**config.mk**
```make
export PLATFORM = sky130hd
export DESIGN_NAME = cpld_tx
export DESIGN_NICKNAME = d
export VERILOG_FILES = /design/src/source/cpld_tx.sv
export VERILOG_INCLUDE_DIRS = /design/src /design/src/include
export SDC_FILE = /design/constraint.sdc
export NUM_CORES = 1
export LEC_CHECK = 0
export ABC_AREA = 1
export BUFFER_PORTS_ARGS = -buffer_cell sky130_fd_sc_hd__buf_2
export CAP_MARGIN = 30
export CORE_AREA = 4 4 41 43
export DETAILED_ROUTE_END_ITERATION = 8
export DIE_AREA = 0 0 45 47
export GPL_ROUTABILITY_DRIVEN = 0
export HOLD_SLACK_MARGIN = 0.05
export REMOVE_ABC_BUFFERS = 1
export SLEW_MARGIN = 20
export SYNTH_ARGS = -nofsm -noshare
export SYNTH_HDL_FRONTEND = slang
export SYNTH_SLANG_ARGS = --single-unit
```
**constraint.sdc**
```tcl
create_clock -name clk -period 3.7 [get_ports clk]
set_clock_uncertainty 0.2 [all_clocks]
set_input_delay 0.37 -clock clk [delete_from_list [all_inputs] [get_ports clk]]
set_output_delay 0.37 -clock clk [all_outputs]
set_load 0.01 [all_outputs]
```
**src/include/dbus_macros.svh**
```systemverilog
`ifndef DBUS_MACROS_SVH
`define DBUS_MACROS_SVH

// bus widths
`define DBUS_DATA_W 32
`define DBUS_ADDR_W 32

// on-chip RAM geometry
`define RAM_WORDS 256
`define RAM_IDX_W 8

// serial transmit path
`define TX_FIFO_DEPTH 8
`define CPLD_WR_CYCLES 2

`endif

```
**src/source/cpld_tx.sv**
```systemverilog
`timescale 1ns/1ps
`include "dbus_macros.svh"

module cpld_tx (
    input  logic       clk,
    input  logic       rst_i,
    input  logic       empty_i,
    output logic       pop_o,
    input  logic [7:0] data_i,
    input  logic       cpld_tready_i,
    output logic       cpld_wrn_o,
    output logic       cpld_rdn_o,
    output logic [7:0] cpld_data_o
);
    localparam int CNT_W = $clog2(`CPLD_WR_CYCLES + 1);

    typedef enum logic {
        ST_IDLE,
        ST_STROBE
    } state_e;

    state_e           state_q;
    logic [CNT_W-1:0] cnt_q;
    logic [7:0]       data_q;

    // idle doubles as the recovery cycle, wrn is high there
    assign pop_o       = (state_q == ST_IDLE) && !empty_i && cpld_tready_i;
    assign cpld_data_o = data_q;
    assign cpld_rdn_o  = 1'b1;

    always_ff @(posedge clk) begin
        if (rst_i) begin
            state_q    <= ST_IDLE;
            cnt_q      <= '0;
            cpld_wrn_o <= 1'b1;
        end else begin
            case (state_q)
                ST_IDLE: begin
                    if (pop_o) begin
                        cpld_wrn_o <= 1'b0;
                        cnt_q      <= CNT_W'(`CPLD_WR_CYCLES - 1);
                        state_q    <= ST_STROBE;
                    end
                end
                ST_STROBE: begin
                    if (cnt_q == '0) begin
                        cpld_wrn_o <= 1'b1;
                        state_q    <= ST_IDLE;
                    end else begin
                        cnt_q <= cnt_q - 1'b1;
                    end
                end
                default: state_q <= ST_IDLE;
            endcase
        end
    end

    always_ff @(posedge clk) begin
        if (pop_o) begin
            data_q <= data_i;
        end
    end

    a_data_hold: assert property (@(posedge clk) disable iff (rst_i)
        !cpld_wrn_o |=> cpld_wrn_o || $stable(cpld_data_o));

endmodule

```
; Word level (Yosys, flattened, before mapping)
; Cells that the tools add are included.
[totals]
input_bits = 12
out_inout_bits = 11
word_cells = 24
regBits = 12
[classes]
eq_ne = 3
bitwise_logic = 1
mux = 9
reduce_logical = 6
addsub = 1
[ops]
columns = operator, count
row1 = two-way mux 1 bit, 4
row2 = two-way mux 2 bit, 2
row3 = "!= test 2 bit, second input constant", 2
row4 = case mux 1 bit (2 select lines), 2
row5 = case mux 2 bit (2 select lines), 1
row6 = AND reduction 2 bit, 2
row7 = logical AND 1 bit, 2
row8 = zero test 2 bit, 1
row9 = "!= test 2 x 1 -> 1 bit, second input constant", 1
row10 = "subtractor 2 x 1 -> 2 bit, second input constant", 1
row11 = zero test 1 bit, 1
row12 = inverter 1 bit, 1

; Longest topological paths before layout
; Gate-level depths: netlist of run 1.
[logic_depth]
word_depth = 5
mapped_depth = 7
depth_no_buf = 7

; Least setup slack after synthesis of run 1
; OpenSTA, ideal clock, no wires.
[synth_timing]
kind = input port to output port
startpoint = input port empty_i
endpoint = output port pop_o
path_stages = 3
t_arrival_ns = 0.793
setup_slack_ns = 2.337
path_cell_list = nor2_1 nand2_1 inv_1
[synth_between]
elab_chain_cells = 3
[synth_rtl]
columns = item, line_no
row1 = "start, declared", cpld_tx.sv:7  ; input logic empty_i,
row2 = zero test 1 bit, cpld_tx.sv:27  ; assign pop_o = (state_q == ST_IDLE) && !empty_i && cpld_tready_i;
row3 = logical AND 1 bit (2 in a row), cpld_tx.sv:27
row4 = "end, declared", cpld_tx.sv:8  ; output logic pop_o,
; No other way between the ends.

; Final worst setup path of run 1
[layout_timing]
startpoint = register state_q
endpoint = output port pop_o
[layout_between]
elab_chain_cells = 3
[layout_rtl]
columns = item, line_no
row1 = "start, declared", cpld_tx.sv:22  ; state_e state_q;
row2 = "start signal, assigned", cpld_tx.sv:33  ; state_q <= ST_IDLE;
row3 = "start signal, assigned", cpld_tx.sv:42  ; state_q <= ST_STROBE;
row4 = "start signal, assigned", cpld_tx.sv:48  ; state_q <= ST_IDLE;
row5 = inverter 1 bit, -
row6 = logical AND 1 bit (2 in a row), cpld_tx.sv:27
; No other way between the ends.

==> metrics.txt, run 1 <==
status=finished clean; register area share after synthesis=71.7%; First DRT Iteration DRCs=3; number of global-route vias before repair=319; H-tree depth=1; final hold vios=0; vias=324; area leader, netlist=edfxtp_1; ANT nets after route=0; # nets final=75; CTS tree=built; xor/xnor share of the synthesized area=0%; mean routed wirelength per cell=11.2 um; Skew-Pair Late Insertion Delay=0.26 ns; Clock Power Share=35.9%; Num CTS Buffers=3; hold path depth=1; adder-cell share of the synthesized area=5.60%; Core ar.=1300 um2; Synth area leaders=edfxtp_1 54%, dfxtp_1 18%, ha_1 5.6%; Worst Path Max Fanout=9; Hold EP=cpld_data_o[3]; combinational group share of total power=9.1%; PnR worst setup slack=1.82 ns; ANT cells=0; fin crit period=1.88 ns; initial antenna violation count=0; fin cells=75; Max-Cap Viols=0; mean post-synth cell area=12.4 um2; Pre-Repair DR Iteration Count=2; Post-CTS Repair Setup Buffers=0; Reg2Reg Setup Slack=2.32 ns; RSZ-0062 raised after global routing=false; # rows=13; gr ovfl total=0; critical path, cell by cell=nor2_1 -> nand2_1 -> inv_1 -> buf_2; Hold Startpoint=data_i[3]; post-CTS sizing=0; crit path launch type=flop; Seq cells post-synth=12; crit-path max cell delay=0.35 ns; Fmax achieved=532 MHz; Worst R2R End=cnt_q[1]; Pint=0.221 mW; sw frac=20.3%; Reg power frac=55.1%; largest net degree at the start of global routing=10; DP Worst Slack=2.00 ns; dpl cell area=563 um2; CTS sink cnt=12; CP bufs+invs=2; Switch Pwr=0.0563 mW; CP required=3.13 ns; crit path kind=flop to output port; synthesized area=447 um2; Syn-to-layout area delta=34.2%; # hold bufs at CTS=0; post-synthesis simple-gate area fraction=10.6%; fin crit share=50.8%; Total GRT Usage=10.0%; Top Family by Delay on Critical Path=buffers and inverters; # DRC=0; DRT Wirelength=841 um; Synth Area in Compound Gates=5.32%; Placed Cells=71; Clock Path Buffers=2; Main synth FF type=edfxtp_1; post-synth top area share=53.8%; FF-to-FF path depth=6; final-report setup violation count=0; multiplexer share of the synthesized area=0%; Mapped Cells=36; first-pass GRT wire length=1.39 mm; Die X=45 um; Ys Warns=0; share of post-route cells with drive strength above 1=45.0%; drt via density=4.32; Max rail drop VDD=0.000149 V; CP Capture Type=output port; final core utilization=46.1%; DP HPWL=685 um; largest family of logic cells by synthesized area=simple AND/OR/NAND/NOR gates; number of port buffers=21; Distinct cells, synth=13; Starting Density=34.3%; Critical Path AT=1.31 ns; fraction of registers with async set/reset=0%; Die Y-Extent=47 um; LEAKAGE=0.273 nW; DIE AREA=2120 um2; most frequent cell after synthesis=edfxtp_1; EDFF count, synth=8; min-delay worst type=input pin to flop; Clock Root Buffer=clkbuf_4; Final Instance Area=599 um2; io pins=23; Worst R2R Start=cnt_q[0]; Clock transition at path regs=0.07 ns; Commonest cells post-synth=8 x edfxtp_1, 6 x nand2_1, 5 x inv_1; Final Total Pwr=0.277 mW; TNS Setup=0 ns; critical path's slowest cell=dfxtp_1; WHS=0.0775 ns; fin. max-slew vios=0; pwr dens=462 nW/um2
registers in the layout (all words and copies together) (netlist names):
name	flops
cpld_data_o	8
cnt_q	2
state_q	1
cpld_wrn_o	1
power groups by stage:
stage | combinational (mW) | clock (mW) | sequential [mW]
detailed placement | 0.0254 | 0 | 0.156
finish | 0.0251 | 0.0993 | 0.152
CTS | 0.0256 | 0.103 | 0.153
floorplan | 0.00965 | 0 | 0.158
global placement | 0.0247 | 0 | 0.155
global route | 0.0292 | 0.110 | 0.153
layout make-up:
| cell class | instances | area, um2 |
|---|---|---|
| multi-input cells | 18 | 100 |
| flip-flops and latches | 12 | 320 |
| clock buffers | 4 | 36.3 |
| well taps | 15 | 18.8 |
| inverters | 5 | 18.8 |
| fillers | 136 | 702 |
| repair buffers | 21 | 105 |
kinds of logic (layout without fill, tap and decap cells):
kind of cell,count (synthesis),count (layout)
DFF,12,12
and+or+nand+nor,11,11
buffers and inverters,6,30
AOI/OAI and AO/OA,4,4
adders and majority gates,2,2
other,1,1
cell usage in the layout (no fill, tap or decap):
master     n
clkbuf_4   3
nor2_1     2
inv_1      5
nand2_2    1
a21oi_2    1
ha_1       2
dfxtp_1    4
clkbuf_8   1
buf_2     21
conb_1     1
a21oi_1    3
or2_0      1
nand3_1    1
edfxtp_1   8
nand2_1    6
worst max path at each step:
stage | slack (ns) | startpoint | to | depth (start not counted)
3_5_place_dp | 2.00 | empty_i | pop_o | 5
4_1_cts | 1.79 | state_q | pop_o | 4
6_report | 1.82 | state_q | pop_o | 4
3_3_place_gp | 2.02 | empty_i | pop_o | 5
5_1_grt | 1.65 | state_q | pop_o | 4
2_1_floorplan | 2.34 | empty_i | pop_o | 3
routing by layer:
layer / share of wire, % / wire length [um] / vias up / track usage [%]
met1: 44 / 370 / 134 / 11.5
li1: - / - / 164 / -
met3: 14 / 116 / 2 / 4.21
met2: 41 / 342 / 24 / 15.3
met5: 0 / 0 / - / 0
met4: 1.4 / 12 / 0 / 7.02
(Power assumes the default switching activity.)
==> run 2: changes to the inputs <==
Settings changed: ABC_AREA 1 to 0, PLACE_DENSITY set to 0.65.
Clock period 3.7 ns to 1.5 ns, I/O delays scaled along.
==> metrics.txt, run 2 <==
EDFF count, synth=8 (unchanged); FF-to-FF path depth=4 (was 6); DRT Wirelength=958 um (was 841 um); Reg2Reg Setup Slack=0.05 ns (was 2.32 ns); xor/xnor share of the synthesized area=0% (unchanged); final core utilization=61.6% (was 46.1%); hold path depth=4 (was 1); first-pass GRT wire length=1.50 mm (was 1.39 mm); First DRT Iteration DRCs=2 (was 3); mean post-synth cell area=15.6 um2 (was 12.4 um2); most common cell after layout, fill and taps aside=buf_2 (unchanged); # rows=13 (unchanged); number of port buffers=21 (unchanged); multiplexer share of the synthesized area=0% (unchanged); fin cells=87 (was 75); Fmax achieved=692 MHz; vias=381 (was 324); max FFs per register=8 (unchanged); DIE AREA=2120 um2 (unchanged); CP Depth=4 (unchanged); crit path kind=flop to flop (was flop to output port); ANT cells=0 (unchanged); sw frac=22.1% (was 20.3%); Max rail drop VDD=0.000355 V (was 0.000149 V); Total GRT Usage=11.1% (was 10.0%); Die Y-Extent=47 um (unchanged); LEAKAGE=0.344 nW (was 0.273 nW); CP Capture Type=flop (was output port); number of global-route vias before repair=355 (was 319); Starting Density=34.8% (was 34.3%); gr ovfl total=0 (unchanged); commonest non-fill, non-tap cells in the layout=21 x buf_2, 11 x dlygate4sd3_1, 8 x edfxtp_1, 8 x buf_4 (was 21 x buf_2, 8 x edfxtp_1, 6 x nand2_1); final-report setup violation count=0 (unchanged); Ys Warns=0 (unchanged); Seq cells post-synth=12 (unchanged); Switch Pwr=0.154 mW (was 0.0563 mW); Final Total Pwr=0.695 mW (was 0.277 mW); fin. max-slew vios=0 (unchanged); Commonest cells post-synth=8 x edfxtp_1, 4 x dfxtp_1, 3 x or4b_1 (was 8 x edfxtp_1, 6 x nand2_1, 5 x inv_1); fill count=114 (was 136); final hold vios=0 (unchanged); min-delay worst type=input pin to flop (unchanged); Synth area leaders=edfxtp_1 53%, dfxtp_1 18%, or4b_1 6.6% (was edfxtp_1 54%, dfxtp_1 18%, ha_1 5.6%); Skew-Pair Late Insertion Delay=0.27 ns (was 0.26 ns); Clock Root Buffer=clkbuf_4 (unchanged); Main synth FF type=edfxtp_1 (unchanged); drt via density=4.38 (was 4.32); largest family of logic cells by synthesized area=simple AND/OR/NAND/NOR gates (unchanged); DP HPWL=650 um (was 685 um); io pins=23 (unchanged); CP bufs+invs=1 (was 2); pwr dens=867 nW/um2 (was 462 nW/um2); ANT nets after route=0 (unchanged); crit-path max cell delay=0.51 ns (was 0.35 ns); Max-Cap Viols=0 (unchanged); fin crit share=96.4%; adder-cell share of the synthesized area=5.52% (was 5.60%); # DRC=0 (unchanged); share of post-route cells with drive strength above 1=59.7% (was 45.0%); Pre-Repair DR Iteration Count=2 (unchanged); Mapped Cells=29 (was 36); Syn-to-layout area delta=77.1% (was 34.2%); Reg power frac=54.5% (was 55.1%); status=finished clean (unchanged); CTS sink cnt=12 (unchanged); fin crit period=1.45 ns; crit path launch type=flop (unchanged); Distinct cells, synth=15 (was 13); # nets final=87 (was 75); CTS tree=built (unchanged); Top Family by Delay on Critical Path=simple AND/OR/NAND/NOR gates (was buffers and inverters); synthesized area=453 um2 (was 447 um2); fraction of registers with async set/reset=0% (unchanged); Synth Area in Compound Gates=8.56% (was 5.32%); initial antenna violation count=0 (unchanged); Worst Path Max Fanout=2 (was 9); CP required=1.47 ns (was 3.13 ns); combinational group share of total power=17.0% (was 9.1%); Clock transition at path regs=0.07 ns (about the same); critical path's slowest cell=or4b_4 (was dfxtp_1); Die X=45 um (unchanged); critical path, cell by cell=inv_2 -> ha_4 -> or4b_4 -> o41ai_2 (was nor2_1 -> nand2_1 -> inv_1 -> buf_2); Num CTS Buffers=3 (unchanged); Critical Path AT=1.42 ns (was 1.31 ns); Core ar.=1300 um2 (unchanged); register area share after synthesis=70.7% (was 71.7%); most frequent cell after synthesis=edfxtp_1 (unchanged); largest net degree at the start of global routing=9 (was 10); Clock Path Buffers=2 (unchanged); H-tree depth=1 (unchanged); Clock Power Share=28.6% (was 35.9%); post-synthesis simple-gate area fraction=11.0% (was 10.6%); post-synth top area share=53.0% (was 53.8%); Pint=0.541 mW (was 0.221 mW); mean routed wirelength per cell=11.0 um (was 11.2 um); Placed Cells=68 (was 71); area leader, netlist=edfxtp_1 (unchanged)
run 2: worst paths after layout:
check,start,end
min reg2reg,cpld_wrn_o,cpld_wrn_o
max reg2reg,cnt_q[0],cnt_q[1]
min,empty_i,cpld_wrn_o
max,cnt_q[0],cnt_q[1]
run 2: per-layer routing:
layer	GRT usage (%)	vias up	routed length, um
li1	-	192	-
met2	14.7	25	377
met5	0	-	0
met3	3.83	4	107
met1	13.1	160	433
met4	12.3	0	39
run 2: cell families (layout without fill, tap and decap cells):
| family | after synthesis | count (layout) |
|---|---|---|
| AO/OA/AOI/OAI | 5 | 5 |
| adder cells (fa/ha/maj) | 2 | 2 |
| buffers and inverters | 3 | 46 |
| flip-flops | 12 | 12 |
| other | 1 | 1 |
| AND/OR/NAND/NOR | 6 | 6 |
run 2: final cells by class:
cell class                      instances  area, um2  share of cell area, %
Timing Repair Buffer                   40        275                   34.3
Tap cell                               15       18.8                   2.34
Clock buffer                            3       22.5                   2.81
Clock inverter                          1       3.75                  0.468
Inverter                                2       7.51                  0.936
Sequential cell                        12        324                   40.4
Multi-Input combinational cell         14        150                   18.7
run 2: metrics by stage:
step                setup TNS (ns)  hold slack [ns]  setup slack [ns]  area [um2]
CTS                              0            0.105          0.000785         786
global placement                 0            0.127           0.00586         599
detailed placement        -0.00980            0.131          -0.00980         599
floorplan                    -5.27           0.0489            -0.482         445
finish                           0            0.105            0.0543         802
global route               -0.0130            0.139           -0.0130         802
run 2: tightest hold or removal path, cell delays in order:
cell	delay [ns]
buf_2	0.09
nor3b_2	0.04
buf_4	0.14
o21bai_1	0.12
run 2: power groups by stage:
stage | sequential, mW | combinational, mW | clock, mW
6_report | 0.379 | 0.118 | 0.199
5_1_grt | 0.381 | 0.131 | 0.228
4_1_cts | 0.378 | 0.112 | 0.210
3_5_place_dp | 0.384 | 0.0760 | 0
3_3_place_gp | 0.383 | 0.0753 | 0
2_1_floorplan | 0.390 | 0.0242 | 0
run 2: what timing repair did:
item | 4_1_cts | 5_1_grt
buffers inserted | 3 | 1
gates resized for setup | 7 | 3
endpoints found under the hold margin | 12 | 0
hold buffers | 11 | 0
pin swaps | 2 | 3
endpoints found under the setup margin | 2 | 3
