### config.mk
export PLATFORM = sky130hd
export DESIGN_NAME = tx_fifo
export DESIGN_NICKNAME = d
export VERILOG_FILES = /design/src/source/tx_fifo.sv
export VERILOG_INCLUDE_DIRS = /design/src /design/src/include
export SDC_FILE = /design/constraint.sdc
export NUM_CORES = 1
export LEC_CHECK = 0
export ABC_AREA = 1
export BUFFER_PORTS_ARGS = -buffer_cell sky130_fd_sc_hd__buf_2
export CORE_UTILIZATION = 64
export DETAILED_ROUTE_END_ITERATION = 16
export PLACE_DENSITY_LB_ADDON = 0.08
export SYNTH_ARGS = -nofsm -noshare
export SYNTH_HDL_FRONTEND = slang
export SYNTH_SLANG_ARGS = --single-unit
export TNS_END_PERCENT = 5
### constraint.sdc
create_clock -name clk -period 3.59 [get_ports clk]
set_input_delay 0.1795 -clock clk [delete_from_list [all_inputs] [get_ports clk]]
set_output_delay 0.1795 -clock clk [all_outputs]
set_load 0.02 [all_outputs]
### src/include/dbus_macros.svh
`ifndef DBUS_MACROS_SVH
`define DBUS_MACROS_SVH

// bus widths
`define DBUS_DATA_W 32
`define DBUS_ADDR_W 32

// on-chip RAM geometry
`define RAM_WORDS 256
`define RAM_IDX_W 8

// serial transmit path
`define TX_FIFO_DEPTH 8
`define CPLD_WR_CYCLES 2

`endif

### src/source/tx_fifo.sv
`timescale 1ns/1ps
`include "dbus_macros.svh"

module tx_fifo #(
    parameter int DEPTH = `TX_FIFO_DEPTH
) (
    input  logic       clk,
    input  logic       rst_i,
    input  logic       push_i,
    input  logic [7:0] push_data_i,
    input  logic       pop_i,
    output logic [7:0] pop_data_o,
    output logic       full_o,
    output logic       empty_o
);
    localparam int PTR_W = (DEPTH > 1) ? $clog2(DEPTH) : 1;
    localparam int CNT_W = $clog2(DEPTH + 1);

    logic [7:0]       mem [DEPTH];
    logic [PTR_W-1:0] wr_ptr;
    logic [PTR_W-1:0] rd_ptr;
    logic [CNT_W-1:0] count;

    function automatic logic [PTR_W-1:0] next_ptr(input logic [PTR_W-1:0] ptr);
        if (ptr == PTR_W'(DEPTH - 1)) begin
            return '0;
        end
        return ptr + 1'b1;
    endfunction

    always_ff @(posedge clk) begin
        if (push_i) begin
            mem[wr_ptr] <= push_data_i;
        end
    end

    always_ff @(posedge clk) begin
        if (rst_i) begin
            wr_ptr <= '0;
            rd_ptr <= '0;
            count  <= '0;
        end else begin
            if (push_i) begin
                wr_ptr <= next_ptr(wr_ptr);
            end
            if (pop_i) begin
                rd_ptr <= next_ptr(rd_ptr);
            end
            case ({push_i, pop_i})
                2'b10:   count <= count + 1'b1;
                2'b01:   count <= count - 1'b1;
                default: ;
            endcase
        end
    end

    // head byte is visible before the pop
    assign pop_data_o = mem[rd_ptr];
    assign full_o     = (count == CNT_W'(DEPTH));
    assign empty_o    = (count == '0);

    a_no_overflow: assert property (@(posedge clk) disable iff (rst_i)
        push_i |-> !full_o);
    a_no_underflow: assert property (@(posedge clk) disable iff (rst_i)
        pop_i |-> !empty_o);

endmodule

## Word level (Yosys, flattened, before mapping)

Memory sizes are Yosys's and may differ from the RTL's. A register that Yosys moved wholly into a read port is not among the register bits.
Cells that the tools add are included.

- Register bits: 10
- Output and inout bits: 10
- Bits in writable memories: 64
- Logic and storage cells: 30
- Memories kept: 1
- Input port bits: 12

- Mux-type cells: 15
- Add/sub/neg operators: 4
- Equal/unequal tests: 5
- Reductions and logical operators: 2

Memories:

| memory | words | bits a word | read ports | clocked after memory_dff | write ports | RTL line | source |
|---|---|---|---|---|---|---|---|
| mem | 8 | 8 | 1 | 1 | 1 | tx_fifo.sv:19 | `logic [7:0] mem [DEPTH];` |

Operators by type and width:

| operator | count |
|---|---|
| $mux 3 | 6 |
| $mux 1 | 8 |
| $pmux 4 s2 | 1 |
| $add 3x1->3 const B | 2 |
| $eq 3x3->1 const B | 2 |
| $add 4x1->4 const B | 1 |
| $eq 4x4->1 const B | 1 |
| $logic_not 4->1 | 1 |
| $sub 4x1->4 const B | 1 |
| $eq 2x1->1 const B | 1 |
| $eq 2x2->1 const B | 1 |
| $reduce_bool 2->1 | 1 |

## Depth between registers and ports, before layout

Gate-level depths: netlist (run 1).

- Word-level depth: 7
- Mapped depth: 11
- Depth with buffers taken out: 11

## Least setup slack after synthesis (run 1)

OpenSTA, ideal clock, no wires.

- Kind: register to register
- From: register wr_ptr[0]
- To: memory mem[0][0] (enable)
- Setup time: 0.370 ns
- Stages on the path, launching flop included: 3
- Arrival time: 1.022 ns
- Period minus slack after synthesis: 1.392 ns
- Path buffers: 0
- Data required time: 3.220 ns
- Setup slack: 2.198 ns
- Cell sequence: dfxtp_1 > or2_2 > nor2_1

RTL lines:

| item | RTL line | source |
|---|---|---|
| start: declaration | tx_fifo.sv:20 | `logic [PTR_W-1:0] wr_ptr;` |
| start signal: assignment | tx_fifo.sv:44 | `wr_ptr <= next_ptr(wr_ptr);` |
| end: declaration | tx_fifo.sv:19 |  |

Straight into the memory's write port.

==> flow_summary.toml, run 1 <==
[synthesis]
synthFlopType = "edfxtp_1"
syn_area_per_cell_um2 = 11.78
synthDistinctLibCells = 22
yosysSeqAreaShare_pct = 68.61
syn-cell-area_um2 = 3181
synth-warning-count = 0
yosys-top-cells-count = "edfxtp_1, nor2_1, nand2_1"
yosys.area_share.adder_pct = 2.754
synth_mux_area_share_pct = 2.518
synth_top_family_by_area = "simple AND/OR/NAND/NOR gates"
synth_fp_nets = 289
synth_compound_area_share_pct = 9.520
synth_area_leaders = "edfxtp_1, dfxtp_1, nor2_1"
synth-simple-area-share_pct = 11.17
synth_edf_count = 64
synthXorXnorAreaFrac_pct = 0.5507
synthCells = 270
synth_top_area_share_pct = 60.42
ys_ff_latch = 77
async_reset_ff_share_pct = 0
yosys.area.top_type = "edfxtp_1"
synth.most_common_cell = "edfxtp_1"

[timing]
tns_ns = 0
fin_crit_sh_pct = 63.72
tightest_slew_ns = 0.9432
max-slew-margin-rel_pct = 36.89
rsz0062_at_grt = "false"
max_clock_freq_mhz = 437.2
setup_violations = 0
fin_worst_skew_ns = 0.008100
final_hold_viol_count = 0
period_needed_ns = 2.287
drv_slew = 0
hold_slack_ns = 0.09106

[cts]
htreeDepth = 3
hold_buffers = 0
post_cts_resized = 0
clockBufferDepth = 2
clkSlewWorstSetupHoldPaths_ns = 0.07
root_buffer = "clkbuf_8"
cts_tree = "yes"
clk_latency_ns = 0.34
postCtsSetupRepairBufs = 0
clock-sinks = 77
cts-buffers-inserted = 9

[pwr]
p_total_mw = 1.843
vdd_ir_drop_max_mv = 0.4314
power.leakage_nw = 1.310
power_density_nw_per_um2 = 529.7

[job]
cap_violations = 0

[detailed_routing]
drc = 0
drt-wirelength-per-cell_um = 15.57
post_drt_via_cell_ratio = 5.413
num_vias = 1981
drt_iter0_markers = 183
drt.antenna.violating_nets = 0
dr.pass1.iters = 4
drt_wl_total_um = 5699

[critical_path]
critPathRequiredTime_ns = 3.41
crit_type = "register to primary output"
max_stage_delay_ns = 0.74
cp.buffers_inverters = 2
setup.worst_path.start_class = "register"
cp.arrival_ns = 2.11
crit_family = "flip-flops"
cpMaxStageDelayCell = "dfxtp_1"
cp_common_cell = "nand2_1"
worstSetupEndpointType = "primary output"
worstPathCellList = "inv_2 -> nor2_1 -> o22ai_1 -> nand2_1 -> nand2_1 -> buf_2"
crit_fanout = 24

[floorplan]
start_util_pct = 66.89
core_area_um2 = 4755
die_h_um = 72.50
dieArea_um2 = 5256
io_pins = 22
chipWidth_um = 72.50
placementRows = 25

[place]
hpwl_um = 3613
dp_cells = 350
gp_congestion = 0.8884
port_buffers = 21

[global_routing]
grt_pass1_vias = 1971
grt_max_degree = 33
grt_pass1_wl_um = 9239
grtUsageTotal_pct = 24.91
grt_overflow_total = 0
antenna_found_initial = 0

[min_path]
min_path_type = "primary input to register"

[outcome]
status = "finished clean"

[layout]
drive_above_1_share_pct = 13.38
area_growth_pct = 9.402
diodes = 0
post-route-util_pct = 73.18
nets = 313
final_cells = 366
-- stage by stage --
step                      setup WS (ns)  area [um^2]
after floorplan                   2.198         3181
after global placement            1.768         3289
after detailed placement          1.694         3289
after CTS                         1.298         3480
after global routing              1.151         3480
final                             1.303         3480
-- flip-flops by register name, summed over array words and instances (netlist names), named ones only --
signal	count
count	4
mem	64
rd_ptr	3
wr_ptr	3
-- worst register-to-register path: stages (launching register included) --
cell and delay, ns:
dfxtp_1 0.34, or2_2 0.34, nor2_1 0.71
-- where the power goes --
group | total, mW | switching, mW | internal, mW
Sequential | 1.03 | 0.0281 | 1.00
Clock | 0.624 | 0.308 | 0.316
Combinational | 0.192 | 0.124 | 0.0676
-- cell usage in the layout, fill, tap and decap left out, drive strengths merged --
cell type	synthesis	layout
a211oi	1	1
a21oi	10	10
buf	8	22
bufinv	0	1
clkbuf	1	9
clkinv	0	3
clkinvlp	0	3
dfxtp	13	13
edfxtp	64	64
ha	7	7
inv	18	18
mux2i	8	8
nand2	38	38
nand3	4	4
nor2	45	45
nor3	3	3
o21ai	39	39
o22ai	8	8
or2	1	1
xnor2	2	2
-- layout make-up --
| cell class | count | area [um^2] |
|---|---|---|
| clock buffer | 9 | 123.9 |
| clock inverter | 7 | 66.31 |
| fill | 324 | 1275 |
| inverter | 18 | 67.56 |
| multi-input combinational | 166 | 843.3 |
| sequential | 77 | 2182 |
| tap | 67 | 83.83 |
| timing repair buffer | 22 | 112.6 |
-- logic make-up (layout without fill, tap and decap cells) --
group	Yosys count	count (layout)
AND/OR/NAND/NOR	91	91
adder cells (fa/ha/maj)	7	7
XOR/XNOR	2	2
AO/OA/AOI/OAI	58	58
multiplexers	8	8
buffers and inverters	27	56
flip-flops	77	77
-- per-layer routing --
layer	share of wire, %	vias up	global-route usage [%]
met5	0	-	0
met4	1.8	0	14.60
met3	6.4	10	6.944
met2	49	72	39.56
met1	43	910	30.75
li1	-	989	-
-- path summary, 6_finish.rpt --
path / from / to / slack (ns) / depth (start not counted)
hold reg to reg: rd_ptr[0] / register / 0.49 / 1
setup reg to reg: wr_ptr[0] / mem[6][5] / 1.83 / 2
hold / removal: rst_i / wr_ptr[0] / 0.09 / 2
setup / recovery: register / pop_data_o[4] / 1.30 / 6
(Power assumes the default switching activity.)
==> run 2, diff against run 1 <==
--- a/config.mk
+++ b/config.mk
@@ -8,7 +8,7 @@
 export LEC_CHECK = 0
 export ABC_AREA = 1
 export BUFFER_PORTS_ARGS = -buffer_cell sky130_fd_sc_hd__buf_2
-export CORE_UTILIZATION = 64
+export CORE_UTILIZATION = 53
 export DETAILED_ROUTE_END_ITERATION = 16
 export PLACE_DENSITY_LB_ADDON = 0.08
 export SYNTH_ARGS = -nofsm -noshare
==> constraint.sdc (replaced) <==
create_clock -name clk -period 2 [get_ports clk]
set_input_delay 0.1 -clock clk [delete_from_list [all_inputs] [get_ports clk]]
set_output_delay 0.1 -clock clk [all_outputs]
set_load 0.02 [all_outputs]
==> run 2 against run 1 <==
Register-to-register slack got worse by 1.3 ns. Clock skew increased by 0.0021 ns. Clock power increased by 71%. Via count increased by 1.9%. Global-route usage decreased by 4.1 points. Core utilization decreased by 9.7 points. Sequential share of layout area decreased by 1.7 points. Critical path depth unchanged. Sequential power increased by 78%. Count of clock-buffer cells in the layout increased by 4. Hold slack got worse by 0.074 ns. Non-clock buffer count increased by 14. Critical path type unchanged.
==> flow_summary.toml, run 2 (same netlist as run 1, synthesis figures left out) <==
[outcome]
status = "finished clean"

[min_path]
min_to = "mem[5][1]"
holdPathStages = 1
min_path_type = "primary input to register"
min_from = "push_data_i[1]"

[detailed_routing]
drc = 0
dr.pass1.iters = 5
drt.antenna.violating_nets = 0
drt_wl_total_um = 5747
num_vias = 2019
drt-wirelength-per-cell_um = 14.93
drt_iter0_markers = 165
post_drt_via_cell_ratio = 5.244

[timing]
setup_violations = 0
tns_ns = 0
tightest_slew_ns = 0.4317
max_clock_freq_mhz = 573.2
rsz0062_at_grt = "false"
drv_slew = 0
max-slew-margin-rel_pct = 71.18
period_needed_ns = 1.745
setup_ws_ns = 0.2554
final_hold_viol_count = 0
fin_crit_sh_pct = 87.23
fin_worst_skew_ns = 0.01023

[layout]
fillers = 472
regArea_um2 = 2183
nets = 327
multi_input_area_um2 = 843.3
design_area_um2 = 3580
diodes = 0
reg_top3 = "mem (64), count (4)"
largest_reg_flops = 64
mostFrequentLayoutCells = "edfxtp_1, nor2_1, nand2_1, o21ai_0, buf_2"
final_cells = 385
mostFrequentLayoutCell = "edfxtp_1"
area_growth_pct = 12.55
regMostFlops = "mem"
drive_above_1_share_pct = 16.29

[critical_path]
crit_fanout = 24
r2r_end = "mem[6][6]"
crit_type = "register to primary output"
r2r-start = "wr_ptr[0]"
critPathRequiredTime_ns = 1.90
setup.worst_path.start_class = "register"
cp.arrival_ns = 1.64
worstSetupEndpointType = "primary output"
rrSetupSlack_ns = 0.55
worst-r2r-cell-count = 3

[floorplan]
dieArea_um2 = 6315
chipWidth_um = 79.47
placementRows = 27
io_pins = 22
start_util_pct = 56.38
die_h_um = 79.47
core_area_um2 = 5642

[cts]
root_buffer = "clkbuf_8"
postCtsSetupRepairBufs = 0
cts_tree = "yes"
clk_latency_ns = 0.34
cts-buffers-inserted = 9
clkSlewWorstSetupHoldPaths_ns = 0.07
clockBufferDepth = 2
clock-sinks = 77
htreeDepth = 3
hold_buffers = 0

[pwr]
power.switching_mw = 0.7745
power_density_nw_per_um2 = 915.2
p_total_mw = 3.276
power.leakage_nw = 1.386
vdd_ir_drop_max_mv = 0.5475
switching_share_pct = 23.64
power.share.combinational_pct = 11.5
p_seq_share_pct = 55.8
clkPwrFrac_pct = 32.8
internal_power_mw = 2.502

[place]
hpwl_um = 3808
dpl-instance-area_um2 = 3401
dp_cells = 369
dp_slack_ns = 0.4345
port_buffers = 21
gp_congestion = 0.7724

[global_routing]
grtUsageTotal_pct = 20.77
antenna_found_initial = 0
grt_overflow_total = 0
grt_pass1_vias = 1950
grt_pass1_wl_um = 9356
grt_max_degree = 33

[job]
cap_violations = 0
==> run 2: changes by cell type in the layout (fill, tap and decap cells not counted) <==
cell and change:
dfxtp_2 +1, clkinv_2 -1, clkinvlp_4 -3, clkbuf_1 +4
buf_4 +14, dfxtp_1 -1
==> run 2: worst max path at each step <==
stage / slack, ns / cells past startpoint / endpoint
after detailed placement: 0.43 / 11 / count[2]
after CTS: 0.05 / 8 / pop_data_o[2]
after global routing: 0.06 / 6 / pop_data_o[4]
final: 0.26 / 6 / pop_data_o[6]
after floorplan: 0.61 / 2 / mem[0][0]
after global placement: 0.45 / 11 / count[2]
==> run 2: metrics by stage <==
step / hold slack, ns / utilization [%]
after floorplan: 0.1724 / -
final: 0.01725 / 63.45
after detailed placement: 0.3665 / 60.28
after CTS: 0.002919 / 63.43
after global placement: 0.3706 / 60.28
after global routing: 0.008531 / 63.45
==> run 2: power groups by stage <==
stage | sequential (mW) | clock, mW | combinational [mW]
CTS | 1.83 | 1.09 | 0.381
finish | 1.83 | 1.07 | 0.376
detailed placement | 1.86 | 0 | 0.380
floorplan | 1.85 | 0 | 0.273
global placement | 1.86 | 0 | 0.374
global route | 1.83 | 1.16 | 0.426
==> run 2: area by class of cell <==
cell class | instances | share of cell area, %
Tap cell | 72 | 2.517
Multi-Input combinational cell | 166 | 23.56
Inverter | 18 | 1.887
Clock inverter | 3 | 1.084
Timing Repair Buffer | 36 | 6.082
Clock buffer | 13 | 3.880
Sequential cell | 77 | 60.99
==> run 2: critical path, stage by stage (launching register included) <==
cell     delay [ns]
dfxtp_2        0.39
inv_2          0.35
nor2_1         0.08
o22ai_1        0.18
nand2_1        0.08
nand2_1        0.06
buf_2          0.15
==> run 2: layer usage <==
layer	part of all wire [%]	wire length, um	GRT usage (%)	vias to the layer above
met3	5.7	327	5.029	9
met4	1.5	87	9.818	0
met1	43	2447	25.23	946
met2	50	2884	34.70	43
met5	0	0	0	-
li1	-	-	-	1021
==> run 2: repair_timing <==
item / in CTS / in global routing
endpoints found under the hold margin: 0 / 0
resized for setup: 0 / 1
setup endpoints to repair: 0 / 8
==> run 3, diff against run 2 <==
--- a/config.mk
+++ b/config.mk
@@ -10,6 +10,7 @@
 export BUFFER_PORTS_ARGS = -buffer_cell sky130_fd_sc_hd__buf_2
 export CORE_UTILIZATION = 53
 export DETAILED_ROUTE_END_ITERATION = 16
+export HOLD_SLACK_MARGIN = 0.02
 export PLACE_DENSITY_LB_ADDON = 0.08
 export SYNTH_ARGS = -nofsm -noshare
 export SYNTH_HDL_FRONTEND = slang
==> run 3 against run 2 <==
Critical path depth rose by 2. Clock skew rose by 0.00057 ns. Largest power group unchanged. Sequential cell count did not move. Largest cell class unchanged.
==> flow_summary.toml, run 3 (same netlist as run 1, synthesis figures left out) <==
[critical_path]
max_stage_delay_ns = 0.46
critPathRequiredTime_ns = 1.90
worstPathCellList = "buf_4 -> nor2_1 -> nor2_1 -> o21ai_1 -> o21ai_1 -> nand2_1 -> nand2_1 -> buf_2"
r2r-start = "wr_ptr[0]"
crit_fanout = 13
r2r_end = "mem[6][6]"
cp.arrival_ns = 1.64
crit_type = "register to primary output"
cpMaxStageDelayCell = "dfxtp_2"
setup.worst_path.start_class = "register"
rrSetupSlack_ns = 0.54
worst-r2r-cell-count = 3
worstSetupEndpointType = "primary output"

[detailed_routing]
drt.antenna.violating_nets = 0
post_drt_via_cell_ratio = 5.221
drc = 0
drt-wirelength-per-cell_um = 14.75
drt_wl_total_um = 5753
dr.pass1.iters = 4
drt_iter0_markers = 171
num_vias = 2036

[floorplan]
start_util_pct = 56.38
die_h_um = 79.47
io_pins = 22
core_area_um2 = 5642
placementRows = 27
chipWidth_um = 79.47
dieArea_um2 = 6315

[place]
dp_cells = 369
port_buffers = 21
hpwl_um = 3808
gp_congestion = 0.7724

[cts]
clockBufferDepth = 2
postCtsSetupRepairBufs = 0
root_buffer = "clkbuf_8"
htreeDepth = 3
cts-buffers-inserted = 9
clk_latency_ns = 0.34
cts_tree = "yes"
clock-sinks = 77
clkSlewWorstSetupHoldPaths_ns = 0.07

[timing]
rsz0062_at_grt = "false"
tns_ns = 0
max-slew-margin-rel_pct = 71.32
period_needed_ns = 1.742
fin_crit_sh_pct = 87.11
max_clock_freq_mhz = 574.0
drv_slew = 0
hold_slack_ns = 0.02925
final_hold_viol_count = 0
tightest_slew_ns = 0.4296
setup_violations = 0
fin_worst_skew_ns = 0.01080

[layout]
mostFrequentLayoutCells = "edfxtp_1, nor2_1, nand2_1, o21ai_0, buf_2"
reg_top3 = "mem (64), count (4)"
largest_reg_flops = 64
drive_above_1_share_pct = 16.04
final_cells = 390
nets = 332
area_growth_pct = 14.12
mostFrequentLayoutCell = "edfxtp_1"
regMostFlops = "mem"
diodes = 0

[global_routing]
grt_pass1_vias = 1976
grt_max_degree = 33
antenna_found_initial = 0
grtUsageTotal_pct = 20.82
grt_overflow_total = 0
grt_pass1_wl_um = 9397

[min_path]
min_to = "mem[3][4]"
holdPathStages = 1
min_from = "push_data_i[4]"
min_path_type = "primary input to register"

[pwr]
power.leakage_nw = 1.407
power_density_nw_per_um2 = 903.5
p_total_mw = 3.279
vdd_ir_drop_max_mv = 0.5475

[outcome]
status = "finished clean"

[job]
cap_violations = 0
[run 3: cell count changes in the layout (fill, tap and decap cells not counted), sizes merged]
cell         previous run  this run
dlygate4sd3             0         5
[run 3: layout make-up]
type / count / area (um^2)
clock buffer: 13 / 138.9
timing repair buffer: 41 / 267.8
inverter: 18 / 67.56
sequential: 77 / 2183
fill: 465 / 2012
clock inverter: 3 / 38.79
tap: 72 / 90.09
multi-input combinational: 166 / 843.3
[run 3: timing repair]
item,CTS,global route
endpoints found under the setup margin,0,8
hold buffers,5,0
resized for setup,0,1
hold endpoints to repair,25,0
[run 3: metrics by stage]
stage | utilization [%] | setup slack, ns | cell area (um^2)
final | 64.34 | 0.2578 | 3630
after global routing | 64.34 | 0.05888 | 3630
after CTS | 64.32 | 0.04592 | 3628
after detailed placement | 60.28 | 0.4345 | 3401
after global placement | 60.28 | 0.4516 | 3401
after floorplan | - | 0.6078 | 3181
[run 3: critical path, delay by kind of cell (launching register included)]
family	cells	cell delay [ns]
flops	1	0.46
buf+inv	2	0.40
simple gates	4	0.28
compound gates	2	0.16
[run 3: metal layers]
| metal | global-route usage, % | routed length (um) |
|---|---|---|
| met1 | 25.31 | 2446 |
| met2 | 34.96 | 2915 |
| met3 | 4.800 | 293 |
| met4 | 9.818 | 98 |
| met5 | 0 | 0 |
[run 3: power by group]
group / switching (mW) / leakage [nW] / total [mW] / internal [mW]
clock: 0.497 / 0.0890 / 1.07 / 0.573
sequential: 0.0316 / 0.689 / 1.83 / 1.79
combinational: 0.243 / 0.628 / 0.383 / 0.141
total: 0.771 / 1.41 / 3.28 / 2.51
[run 3: worst max path at each step]
| stage | end | slack, ns | cells after the start |
|---|---|---|---|
| after global routing | pop_data_o[4] | 0.06 | 6 |
| after global placement | count[2] | 0.45 | 11 |
| after floorplan | mem[0][0] | 0.61 | 2 |
| after CTS | pop_data_o[2] | 0.05 | 8 |
| after detailed placement | count[2] | 0.43 | 11 |
| final | pop_data_o[2] | 0.26 | 8 |
