**src/include/dbus_macros.svh**
```systemverilog
`ifndef DBUS_MACROS_SVH
`define DBUS_MACROS_SVH

// bus widths
`define DBUS_DATA_W 32
`define DBUS_ADDR_W 32

// on-chip RAM geometry
`define RAM_WORDS 256
`define RAM_IDX_W 8

// serial transmit path
`define TX_FIFO_DEPTH 8
`define CPLD_WR_CYCLES 2

`endif

```
**src/source/dbus_pkg.sv**
```systemverilog
`include "dbus_macros.svh"

package dbus_pkg;

    typedef logic [`DBUS_DATA_W-1:0] word_t;

    // anything else in the region field is unmapped
    typedef enum logic [3:0] {
        REGION_RAM  = 4'd0,
        REGION_CPLD = 4'd1
    } region_e;

    typedef struct packed {
        logic [3:0]              region;
        logic [`DBUS_ADDR_W-5:0] offset;
    } addr_region_s;

    // byte address, lane bits below the word index
    typedef struct packed {
        logic [`DBUS_ADDR_W-`RAM_IDX_W-3:0] unused;
        logic [`RAM_IDX_W-1:0]              idx;
        logic [1:0]                         lane;
    } addr_word_s;

    typedef union packed {
        addr_region_s region_view;
        addr_word_s   word_view;
    } bus_addr_u;

endpackage

```
**src/source/ram_port_if.sv**
```systemverilog
`timescale 1ns/1ps
`include "dbus_macros.svh"

// request stays put until a cycle with stall low
interface ram_port_if;
    dbus_pkg::bus_addr_u       address;
    logic [`DBUS_DATA_W/8-1:0] byteenable;
    logic                      read;
    logic                      write;
    dbus_pkg::word_t           wrdata;
    dbus_pkg::word_t           rddata;
    logic                      stall;

    modport master (
        output address, byteenable, read, write, wrdata,
        input  rddata, stall
    );

    modport slave (
        input  address, byteenable, read, write, wrdata,
        output rddata, stall
    );
endinterface

```
**src/source/bytes_conv.sv**
```systemverilog
`timescale 1ns/1ps
`include "dbus_macros.svh"

module bytes_conv (
    input  logic                  clk,
    input  logic                  rst_i,
    ram_port_if.slave             bus,
    output logic                  ram_en_o,
    output logic                  ram_we_o,
    output logic [`RAM_IDX_W-1:0] ram_idx_o,
    output dbus_pkg::word_t       ram_wdata_o,
    input  dbus_pkg::word_t       ram_rdata_i
);
    typedef enum logic {
        ST_IDLE,
        ST_SECOND
    } state_e;

    state_e          state_q;
    state_e          state_d;
    logic            full_word;
    logic            need_old;
    dbus_pkg::word_t merged;

    assign full_word   = &bus.byteenable;
    assign need_old    = bus.read || (bus.write && !full_word);
    assign ram_idx_o   = bus.address.word_view.idx;
    assign bus.rddata  = ram_rdata_i;

    // enabled lanes from the master, the rest from the old word
    always_comb begin
        for (int i = 0; i < `DBUS_DATA_W/8; i++) begin
            merged[8*i +: 8] = bus.byteenable[i] ? bus.wrdata[8*i +: 8]
                                                 : ram_rdata_i[8*i +: 8];
        end
    end

    always_comb begin
        state_d     = state_q;
        ram_en_o    = 1'b0;
        ram_we_o    = 1'b0;
        ram_wdata_o = bus.wrdata;
        bus.stall   = 1'b0;
        case (state_q)
            ST_IDLE: begin
                if (need_old) begin
                    ram_en_o  = 1'b1;
                    bus.stall = 1'b1;
                    state_d   = ST_SECOND;
                end else if (bus.write) begin
                    ram_en_o = 1'b1;
                    ram_we_o = 1'b1;
                end
            end
            ST_SECOND: begin
                // old word is on ram_rdata_i now
                if (bus.write) begin
                    ram_en_o    = 1'b1;
                    ram_we_o    = 1'b1;
                    ram_wdata_o = merged;
                end
                state_d = ST_IDLE;
            end
            default: state_d = ST_IDLE;
        endcase
    end

    always_ff @(posedge clk) begin
        if (rst_i) begin
            state_q <= ST_IDLE;
        end else begin
            state_q <= state_d;
        end
    end

    a_req_hold: assert property (@(posedge clk) disable iff (rst_i)
        bus.stall |=> $stable(bus.address) && $stable(bus.byteenable)
                      && $stable(bus.wrdata) && $stable(bus.read)
                      && $stable(bus.write));

endmodule

```
**src/flat_wrapper.sv**
```systemverilog
// flat-port wrapper written by rule: the top's interface ports become plain ports
module bytes_conv_flat 
  (clk, rst_i, ram_en_o, ram_we_o, ram_idx_o, ram_wdata_o, ram_rdata_i, bus_address, bus_byteenable, bus_read, bus_write, bus_wrdata, bus_rddata, bus_stall);
  ram_port_if bus_i ();
  input  logic clk;
  input  logic rst_i;
  output logic ram_en_o;
  output logic ram_we_o;
  output logic [`RAM_IDX_W-1:0] ram_idx_o;
  output dbus_pkg::word_t ram_wdata_o;
  input  dbus_pkg::word_t ram_rdata_i;
  input wire logic [$bits(bus_i.address)-1:0] bus_address;
  input wire logic [$bits(bus_i.byteenable)-1:0] bus_byteenable;
  input wire logic [$bits(bus_i.read)-1:0] bus_read;
  input wire logic [$bits(bus_i.write)-1:0] bus_write;
  input wire logic [$bits(bus_i.wrdata)-1:0] bus_wrdata;
  output wire logic [$bits(bus_i.rddata)-1:0] bus_rddata;
  output wire logic [$bits(bus_i.stall)-1:0] bus_stall;
  assign bus_i.address = bus_address;
  assign bus_i.byteenable = bus_byteenable;
  assign bus_i.read = bus_read;
  assign bus_i.write = bus_write;
  assign bus_i.wrdata = bus_wrdata;
  assign bus_rddata = bus_i.rddata;
  assign bus_stall = bus_i.stall;
  bytes_conv u_core (.clk(clk), .rst_i(rst_i), .bus(bus_i), .ram_en_o(ram_en_o), .ram_we_o(ram_we_o), .ram_idx_o(ram_idx_o), .ram_wdata_o(ram_wdata_o), .ram_rdata_i(ram_rdata_i));
endmodule
```
**config.mk**
```make
export PLATFORM = sky130hd
export DESIGN_NAME = bytes_conv_flat
export DESIGN_NICKNAME = d
export VERILOG_FILES = /design/src/source/dbus_pkg.sv /design/src/source/ram_port_if.sv /design/src/source/bytes_conv.sv /design/src/flat_wrapper.sv
export VERILOG_INCLUDE_DIRS = /design/src /design/src/include
export SDC_FILE = /design/constraint.sdc
export NUM_CORES = 1
export LEC_CHECK = 0
export ABC_AREA = 1
export BUFFER_PORTS_ARGS = -buffer_cell sky130_fd_sc_hd__clkbuf_2
export CAP_MARGIN = 5
export CORE_AREA = 2 2 70 72
export DETAILED_ROUTE_END_ITERATION = 12
export DIE_AREA = 0 0 72 74
export PLACE_DENSITY = 0.79
export SLEW_MARGIN = 20
export SYNTH_ARGS = -nofsm -noshare
export SYNTH_HDL_FRONTEND = slang
export SYNTH_SLANG_ARGS = --single-unit
```
**constraint.sdc**
```tcl
create_clock -name clk -period 3.6 [get_ports clk]
set_input_delay 0.72 -clock clk [delete_from_list [all_inputs] [get_ports clk]]
set_output_delay 0.72 -clock clk [all_outputs]
set_load 0.02 [all_outputs]
```
### Word level (Yosys, flattened, before mapping)

Cells that the tools add are included.

| operators by class | value |
|---|---|
| add/subtract/negate cells | 0 |
| multiply operators | 0 |
| div/mod/pow operators | 0 |
| magnitude comparators | 0 |
| eq/ne operators | 0 |
| shifts and indexed selects | 0 |
| multiplexer cells | 14 |
| bitwise gates (word level) | 1 |
| reductions and logical operators | 4 |

Operators by type and width:

| kind | number |
|---|---|
| 32-bit two-way mux | 2 |
| 8-bit two-way mux | 4 |
| 1-bit one-hot mux with 2 select lines | 3 |
| 1-bit two-way mux | 5 |
| 4-bit AND reduction | 1 |
| 1-bit logical AND | 1 |
| 1-bit logical NOT | 1 |
| 1-bit logical OR | 1 |
| 1-bit NOT | 1 |

| storage, ports and cells | value |
|---|---|
| register bits | 1 |
| latch bits | 0 |
| RAM bits | 0 |
| ROM bits | 0 |
| input port bits | 104 |
| output and inout bits | 75 |
| word-level logic and storage cells | 20 |
| memories | 0 |

### Longest topological paths before layout

Gate-level depths: netlist of the first run.

| depth | value |
|---|---|
| depth in word-level cells | 6 |
| depth in mapped cells | 6 |
| depth with buffers taken out | 5 |

### Worst setup path before layout of the first run

Ideal clock, no wire load.

| path | value |
|---|---|
| path type | in2out |
| start | input bus_write |
| end | output ram_wdata_o[0] |
| arrival | 1483 ps |
| data required time | 2880 ps |
| setup slack | 1397 ps |
| cell stages on the path | 5 |
| path buffers | 2 |
| cell sequence | nand2_2 or2_1 clkbuf_2 buf_6 o21ai_2 |

| on the way | value |
|---|---|
| word-level cells in the longest chain between the ends | 2 |

Ends and longest elaborated chain:

| element | line | source |
|---|---|---|
| start: declaration | flat_wrapper.sv:15 | `input wire logic [$bits(bus_i.write)-1:0] bus_write;` |
| 32-bit two-way mux | bytes_conv.sv:57 | `if (bus.write) begin` |
| 32-bit two-way mux | bytes_conv.sv:44 | `case (state_q)` |
| end: declaration | flat_wrapper.sv:10 | `output dbus_pkg::word_t ram_wdata_o;` |

No other way between the ends.

### Worst setup path after layout of the first run

| path | value |
|---|---|
| start | input bus_write |
| end | output ram_wdata_o[16] |

The elaborated chain is that of the path after synthesis.

==> results.yml, run 1 <==
yosys:
  syn_avg_cell_area_sq_um: 6.22
  ys_ff_latch: 1
  syn-instance-count: 161
  ys_types: 12
  syn_nets: 265
  yosysSeqAreaShare: 0.0200
  yosysWarningCount: 0
  syn_area_sq_um: 1000
power_and_ir_drop:
  power.share.sequential: 0.058
  p_comb_frac: 0.942
  clockPowerShare: 0
  power_leakage_uw: 0.000986
  p_sw_frac: 0.583
  p_sw_uw: 131
  internal_power_uw: 93.6
  ir_drop_v: 0.0000684
  power_density_nw_per_um2: 161
floorplanning:
  core_area_sq_um: 4600
  initial_core_util: 0.218
  io_pins: 179
  die_area_sq_um: 5330
  die_w_microns: 72
  rows: 25
  die_y_microns: 74
placed_design:
  portBuffers: 138
  gp_congestion: 0.701
  place_ws_ns: 0.949
  dp_hpwl_mm: 2.45
sta:
  rsz0062_at_grt: "no"
  min_period_ns: 2.62
  skew_ns: 0
  final_max_slew_viol_count: 0
  setup_violations: 0
  fin_tns_setup_ns: 0
  finalWorstSetupSlack_ns: 0.982
  fin_crit_sh: 0.727
  maxSlewHeadroom: 0.545
  hold_viol: 0
  worstMarginPinSlew_ns: 0.683
  timing.hold.ws_ns: 0.597
  fmax_mhz: 382
cells_and_area:
  n_fill_cell: 513
  finalNetCount: 357
  regMostFlops: "u_core.state_q"
  largest_registers: "u_core.state_q (1)"
  largest_reg_flops: 1
  diodes: 0
  drive_gt1_frac: 0.713
  area_growth_pct: 39.3
  fin_util: 0.303
min_path:
  min_path_cells: 3
  hp-start: "u_core.state_q"
  holdPathEnd: "u_core.state_q"
  min_path_type: "reg -> reg"
worst_setup_path:
  critical_path_class: "in -> out"
  cp-end-kind: "primary output"
  cp.required_ns: 2.88
  worst_setup_path_start_kind: "input pin"
  rr_startpoint: "u_core.state_q"
  crit_fanout: 16
  r2r_cells: 3
  r2r-end: "u_core.state_q"
  crit_arrival_ns: 1.90
  r2r_slack_ns: 2.86
outcome:
  status: "complete, no violations"
grt:
  track_usage: 0.0782
  grt_pass1_wl_mm: 3.55
  grt_pass1_vias: 920
  grt_max_degree: 17
  antenna_found_initial: 0
  grt-ovfl-total: 0
route:
  initialDrtViolationCount: 14
  drt_pass1_iterations: 4
  drtAntennaViolNets: 0
  routedWlPerCell_microns: 8.32
  dr_total_vias: 1189
  wl_mm: 2.54
  vias_per_cell: 3.90
  drcViolationCount: 0
clocking:
  path_clk_slew_ns: 0
  post_cts_resized: 0
  cts_hold_buf: 0
  post_cts_buffers: 0
  clk-insertion-delay-late_ns: 0
flow_run:
  maxCapViolCount: 0
==> per-layer routing <==
layer,track usage,vias to the layer above,part of all wire
met5,0,-,0
met4,0.00419,0,0
met3,0.00813,0,0.11
met2,0.174,72,0.54
met1,0.0803,498,0.34
li1,-,619,-
==> metrics by stage <==
stage               cell area [sq um]  cells  total power (uW)
finish                           1390    305               225
global route                     1390    305               244
CTS                              1390    305               228
detailed placement               1390    305               227
global placement                 1390    305               224
floorplan                        1000    161               179
==> critical path, cell delays in order <==
cell	delay, ns
clkbuf_2	0.09
nand2_2	0.11
or2_1	0.54
nand2_1	0.14
o21ai_2	0.09
clkbuf_2	0.19
==> final cells by class <==
class                           instances  area (sq um)  share of cell area
Timing Repair Buffer                  138           691               0.496
Multi-Input combinational cell         78           488               0.350
Inverter                               34           128              0.0916
Tap cell                               54          67.6              0.0485
Sequential cell                         1          20.0              0.0144
==> cell usage after synthesis <==
cell | instances | area share
buf_4 | 40 | 0.30
inv_1 | 34 | 0.13
o21ai_2 | 32 | 0.28
nand2_1 | 29 | 0.11
nand2_2 | 9 | 0.056
buf_6 | 4 | 0.045
clkbuf_2 | 4 | 0.020
or2_1 | 4 | 0.025
nor2_1 | 2 | 0.0075
a21oi_1 | 1 | 0.0050
dfxtp_1 | 1 | 0.020
o21ai_0 | 1 | 0.0050
==> cell families (layout without fill, tap and decap cells) <==
logic type             Yosys count  after routing  synth area share
and+or+nand+nor                 44             44             0.197
DFF                              1              1            0.0200
AOI/OAI and AO/OA               34             34             0.290
buffers and inverters           82            172             0.492
==> power groups by stage <==
stage	registers [uW]	logic (uW)	clock network, uW
3_3_place_gp	13.0	211	0
3_5_place_dp	13.0	214	0
5_1_grt	13.1	231	0
2_1_floorplan	12.9	166	0
4_1_cts	13.0	215	0
6_report	13.0	211	0
==> worst max-delay path by stage <==
stage	to	startpoint	slack, ns	depth (start not counted)
after floorplan	ram_wdata_o[0]	bus_write	1.40	5
after global placement	ram_wdata_o[4]	bus_write	0.95	6
after detailed placement	ram_wdata_o[5]	bus_write	0.95	6
after CTS	ram_wdata_o[5]	bus_write	0.94	6
after global routing	ram_wdata_o[13]	bus_write	0.82	6
final	ram_wdata_o[16]	bus_write	0.98	6
==> cell usage in the layout, fill, tap and decap left out, drive strengths merged <==
master / count
dfxtp: 1
o21ai: 33
a21oi: 1
nand2: 38
inv: 34
or2: 4
nor2: 2
clkbuf: 138
No activity file was read; power rests on OpenSTA's default activity.
==> inputs of run 2 (changes only) <==
Clock period 3.6 ns to 2.73 ns, I/O delays scaled along.
==> run 2 against run 1 <==
Combinational power grew 33%. Largest cell class unchanged. Critical path depth did not move. Final area unchanged. Total power up 32%. First-iteration DRC count is 7.1% higher. Core utilization stayed put. Global-route usage is 0.51 points higher. Register-to-register slack lost 0.85 ns. Critical path type unchanged. Worst hold slack got worse by 0.0080 ns.
==> results.yml, run 2 (synthesized netlist as in run 1, its figures left out) <==
outcome:
  status: "complete, no violations"
worst_setup_path:
  rr_startpoint: "u_core.state_q"
  crit_arrival_ns: 1.76
  r2r_cells: 3
  critical_path_class: "in -> out"
  cp-end-kind: "primary output"
  worst_setup_path_start_kind: "input pin"
  cp.required_ns: 2.18
  crit_fanout: 16
  startpoint: "bus_write"
clocking:
  cts_hold_buf: 0
  clk-insertion-delay-late_ns: 0
  path_clk_slew_ns: 0
  post_cts_buffers: 0
  post_cts_resized: 0
cells_and_area:
  final_cell_mix: "clkbuf_2, inv_1, o21ai_2"
  finalNetCount: 357
  diodes: 0
  area_growth_pct: 39.3
  regMostFlops: "u_core.state_q"
  fin_cells: 305
  final_common_cell: "clkbuf_2"
  largest_registers: "u_core.state_q (1)"
  largest_reg_flops: 1
  drive_gt1_frac: 0.713
sta:
  fmax_mhz: 434
  min_period_ns: 2.31
  skew_ns: 0
  fin_crit_sh: 0.844
  fin_tns_setup_ns: 0
  hold_viol: 0
  final_max_slew_viol_count: 0
  setup_violations: 0
  rsz0062_at_grt: "no"
  finalWorstSetupSlack_ns: 0.425
  maxSlewHeadroom: 0.551
  worstMarginPinSlew_ns: 0.673
floorplanning:
  io_pins: 179
  rows: 25
  initial_core_util: 0.218
  die_w_microns: 72
  core_area_sq_um: 4600
  die_area_sq_um: 5330
  die_y_microns: 74
placed_design:
  gp_congestion: 0.701
  portBuffers: 138
  dp_hpwl_mm: 2.48
  place_ws_ns: 0.409
  dp_cells: 305
route:
  routedWlPerCell_microns: 8.49
  vias_per_cell: 3.92
  drt_pass1_iterations: 4
  dr_total_vias: 1195
  initialDrtViolationCount: 15
  drcViolationCount: 0
  drtAntennaViolNets: 0
  wl_mm: 2.59
min_path:
  hp-start: "u_core.state_q"
  min_path_type: "reg -> reg"
  min_path_cells: 3
grt:
  grt-ovfl-total: 0
  grt_pass1_wl_mm: 3.77
  track_usage: 0.0833
  grt_max_degree: 17
  antenna_found_initial: 0
  grt_pass1_vias: 964
power_and_ir_drop:
  ir_drop_v: 0.0000914
  power_leakage_uw: 0.000986
  power_density_nw_per_um2: 213
flow_run:
  maxCapViolCount: 0
[run 2: worst paths after layout]
check,endpoint,slack [ns]
max,ram_wdata_o[16],0.42
min,u_core.state_q,0.59
max reg2reg,u_core.state_q,2.01
min reg2reg,u_core.state_q,0.59
[run 2: critical path, stage by stage]
cell and delay, ns:
clkbuf_2 0.10, nand2_2 0.12, or2_1 0.55, nand2_1 0.15, o21ai_2 0.10, clkbuf_2 0.19
[run 2: metal layers]
layer,share of wire,GRT usage,up-vias
li1,-,-,624
met1,0.36,0.0908,499
met2,0.54,0.180,72
met3,0.11,0.00678,0
met4,0,0.00419,0
met5,0,0,-
[run 2: stage by stage]
| step | utilization | cell area [sq um] | hold WS [ns] | total power (uW) |
|---|---|---|---|---|
| 6_report | 0.303 | 1390 | 0.589 | 297 |
| 5_1_grt | 0.303 | 1390 | 0.630 | 323 |
| 4_1_cts | 0.303 | 1390 | 0.593 | 301 |
| 3_5_place_dp | 0.303 | 1390 | 0.593 | 300 |
| 3_3_place_gp | 0.303 | 1390 | 0.583 | 296 |
| 2_1_floorplan | - | 1000 | 0.561 | 236 |
[run 2: layout make-up]
cell class,instances,area [sq um]
tap,54,67.6
fill,515,3200
inverter,34,128
timing repair buffer,138,691
sequential,1,20.0
multi-input combinational,78,488
[run 2: power breakdown]
part	total [uW]	internal (uW)	leakage (uW)	switching, uW
Sequential	17.2	16.2	0.00000836	0.992
Clock	0	0	0	0
Combinational	280	107	0.000978	172
==> inputs of run 3 (changes only) <==
Clock period 2.73 ns to 2.2 ns, I/O delays scaled along.
==> run 3 against run 2 <==
Register-to-register slack got worse by 0.55 ns. Core utilization rose by 1.3 points. Critical path depth fell by 1. Highest routed layer unchanged. Sequential share of layout area fell by 0.059 points. Largest cell class unchanged. Clock skew did not move. Critical endpoint is now ram_wdata_o[14]. Sequential power rose by 24%. Final cell count rose by 0.98%. Wire length fell by 0.19%. Worst hold slack improved by 0.0020 ns. Die area did not move. Setup slack got worse by 0.085 ns. First-iteration DRC count rose by 27%.
==> results.yml, run 3 (synthesized netlist as in run 1, its figures left out) <==
outcome:
  status: "complete, no violations"
grt:
  grt-ovfl-total: 0
  antenna_found_initial: 0
  grt_pass1_wl_mm: 3.59
  track_usage: 0.0791
  grt_pass1_vias: 893
  grt_max_degree: 17
route:
  drcViolationCount: 0
  vias_per_cell: 3.91
  initialDrtViolationCount: 19
  drtAntennaViolNets: 0
  wl_mm: 2.58
  routedWlPerCell_microns: 8.39
  drt_pass1_iterations: 4
  dr_total_vias: 1205
placed_design:
  gp_congestion: 0.682
  place_ws_ns: 0.118
  dp_hpwl_mm: 2.47
  portBuffers: 138
sta:
  rsz0062_at_grt: "no"
  maxSlewHeadroom: 0.750
  fmax_mhz: 537
  finalWorstSetupSlack_ns: 0.339
  fin_crit_sh: 0.846
  worstMarginPinSlew_ns: 0.375
  hold_viol: 0
  min_period_ns: 1.86
  skew_ns: 0
  fin_tns_setup_ns: 0
  final_max_slew_viol_count: 0
  setup_violations: 0
floorplanning:
  rows: 25
  io_pins: 179
  die_area_sq_um: 5330
  core_area_sq_um: 4600
  die_w_microns: 72
  die_y_microns: 74
  initial_core_util: 0.218
worst_setup_path:
  max_stage_delay_ns: 0.45
  crit_arrival_ns: 1.42
  crit_slowest_cell: "or2_2"
  startpoint: "bus_write"
  worst_setup_path_start_kind: "input pin"
  r2r_cells: 3
  crit_fanout: 16
  cp.required_ns: 1.76
  critical_path_class: "in -> out"
  r2r_slack_ns: 1.46
  cp-end-kind: "primary output"
  rr_startpoint: "u_core.state_q"
  crit_end: "ram_wdata_o[14]"
  cp_common_cell: "clkbuf_2"
  cp_cell_sequence: "clkbuf_2 > nand2_2 > or2_2 > o21ai_2 > clkbuf_2"
  r2r-end: "u_core.state_q"
cells_and_area:
  n_fill_cell: 495
  drive_gt1_frac: 0.720
  final_common_cell: "clkbuf_2"
  area_growth_pct: 45.2
  finalNetCount: 360
  largest_registers: "u_core.state_q (1)"
  largest_reg_flops: 1
  layout.area.seq_sq_um: 20.0
  final_cell_mix: "clkbuf_2, inv_1, o21ai_2"
  multiInputGateArea_sq_um: 488
  regMostFlops: "u_core.state_q"
  diodes: 0
power_and_ir_drop:
  power_density_nw_per_um2: 259
  ir_drop_v: 0.000140
  power_leakage_uw: 0.00102
clocking:
  post_cts_resized: 0
  clk-insertion-delay-late_ns: 0
  path_clk_slew_ns: 0
  cts_hold_buf: 0
  post_cts_buffers: 0
flow_run:
  maxCapViolCount: 0
min_path:
  min_path_type: "reg -> reg"
-- run 3: cell types whose count changed in the layout (fill, tap and decap cells not counted) --
cell,delta
or2_2,+1
or2_1,-1
buf_12,+3
-- run 3: layout make-up --
type	instances	area share
sequential	1	0.0138
multi-input combinational	78	0.336
inverter	34	0.0878
timing repair buffer	141	0.516
tap	54	0.0465
-- run 3: critical path, delay by kind of cell --
family,cells,cell delay [ns]
simple gates,2,0.53
compound gates,1,0.17
buf+inv,2,0.28
-- run 3: how the worst min path moves through the flow --
stage / from / end / slack, ns / cells after the start
after floorplan: rst_i / u_core.state_q / 0.51 / 1
after global placement: u_core.state_q / u_core.state_q / 0.58 / 3
after detailed placement: u_core.state_q / u_core.state_q / 0.59 / 3
after CTS: u_core.state_q / u_core.state_q / 0.59 / 3
after global routing: rst_i / u_core.state_q / 0.62 / 2
final: u_core.state_q / u_core.state_q / 0.59 / 3
-- run 3: per-layer routing --
| layer | track usage | part of all wire | vias up | wire length (microns) |
|---|---|---|---|---|
| li1 | - | - | 630 | - |
| met1 | 0.0852 | 0.35 | 501 | 901 |
| met2 | 0.172 | 0.54 | 74 | 1380 |
| met3 | 0.00678 | 0.12 | 0 | 298 |
| met4 | 0.00419 | 0 | 0 | 0 |
| met5 | 0 | 0 | - | 0 |
-- run 3: report_power, final --
| part | total (uW) | internal, uW | switching [uW] |
|---|---|---|---|
| clock network | 0 | 0 | 0 |
| registers | 21.3 | 20.1 | 1.19 |
| logic | 356 | 141 | 215 |
| total | 377 | 161 | 216 |
-- run 3: through the flow --
step / area (sq um) / power [uW] / cells / hold slack [ns] / util
2_1_floorplan: 1000 / 293 / 161 / 0.509 / -
3_3_place_gp: 1450 / 376 / 308 / 0.583 / 0.316
3_5_place_dp: 1450 / 381 / 308 / 0.590 / 0.316
4_1_cts: 1450 / 383 / 308 / 0.591 / 0.316
5_1_grt: 1450 / 408 / 308 / 0.624 / 0.316
6_report: 1450 / 377 / 308 / 0.591 / 0.316
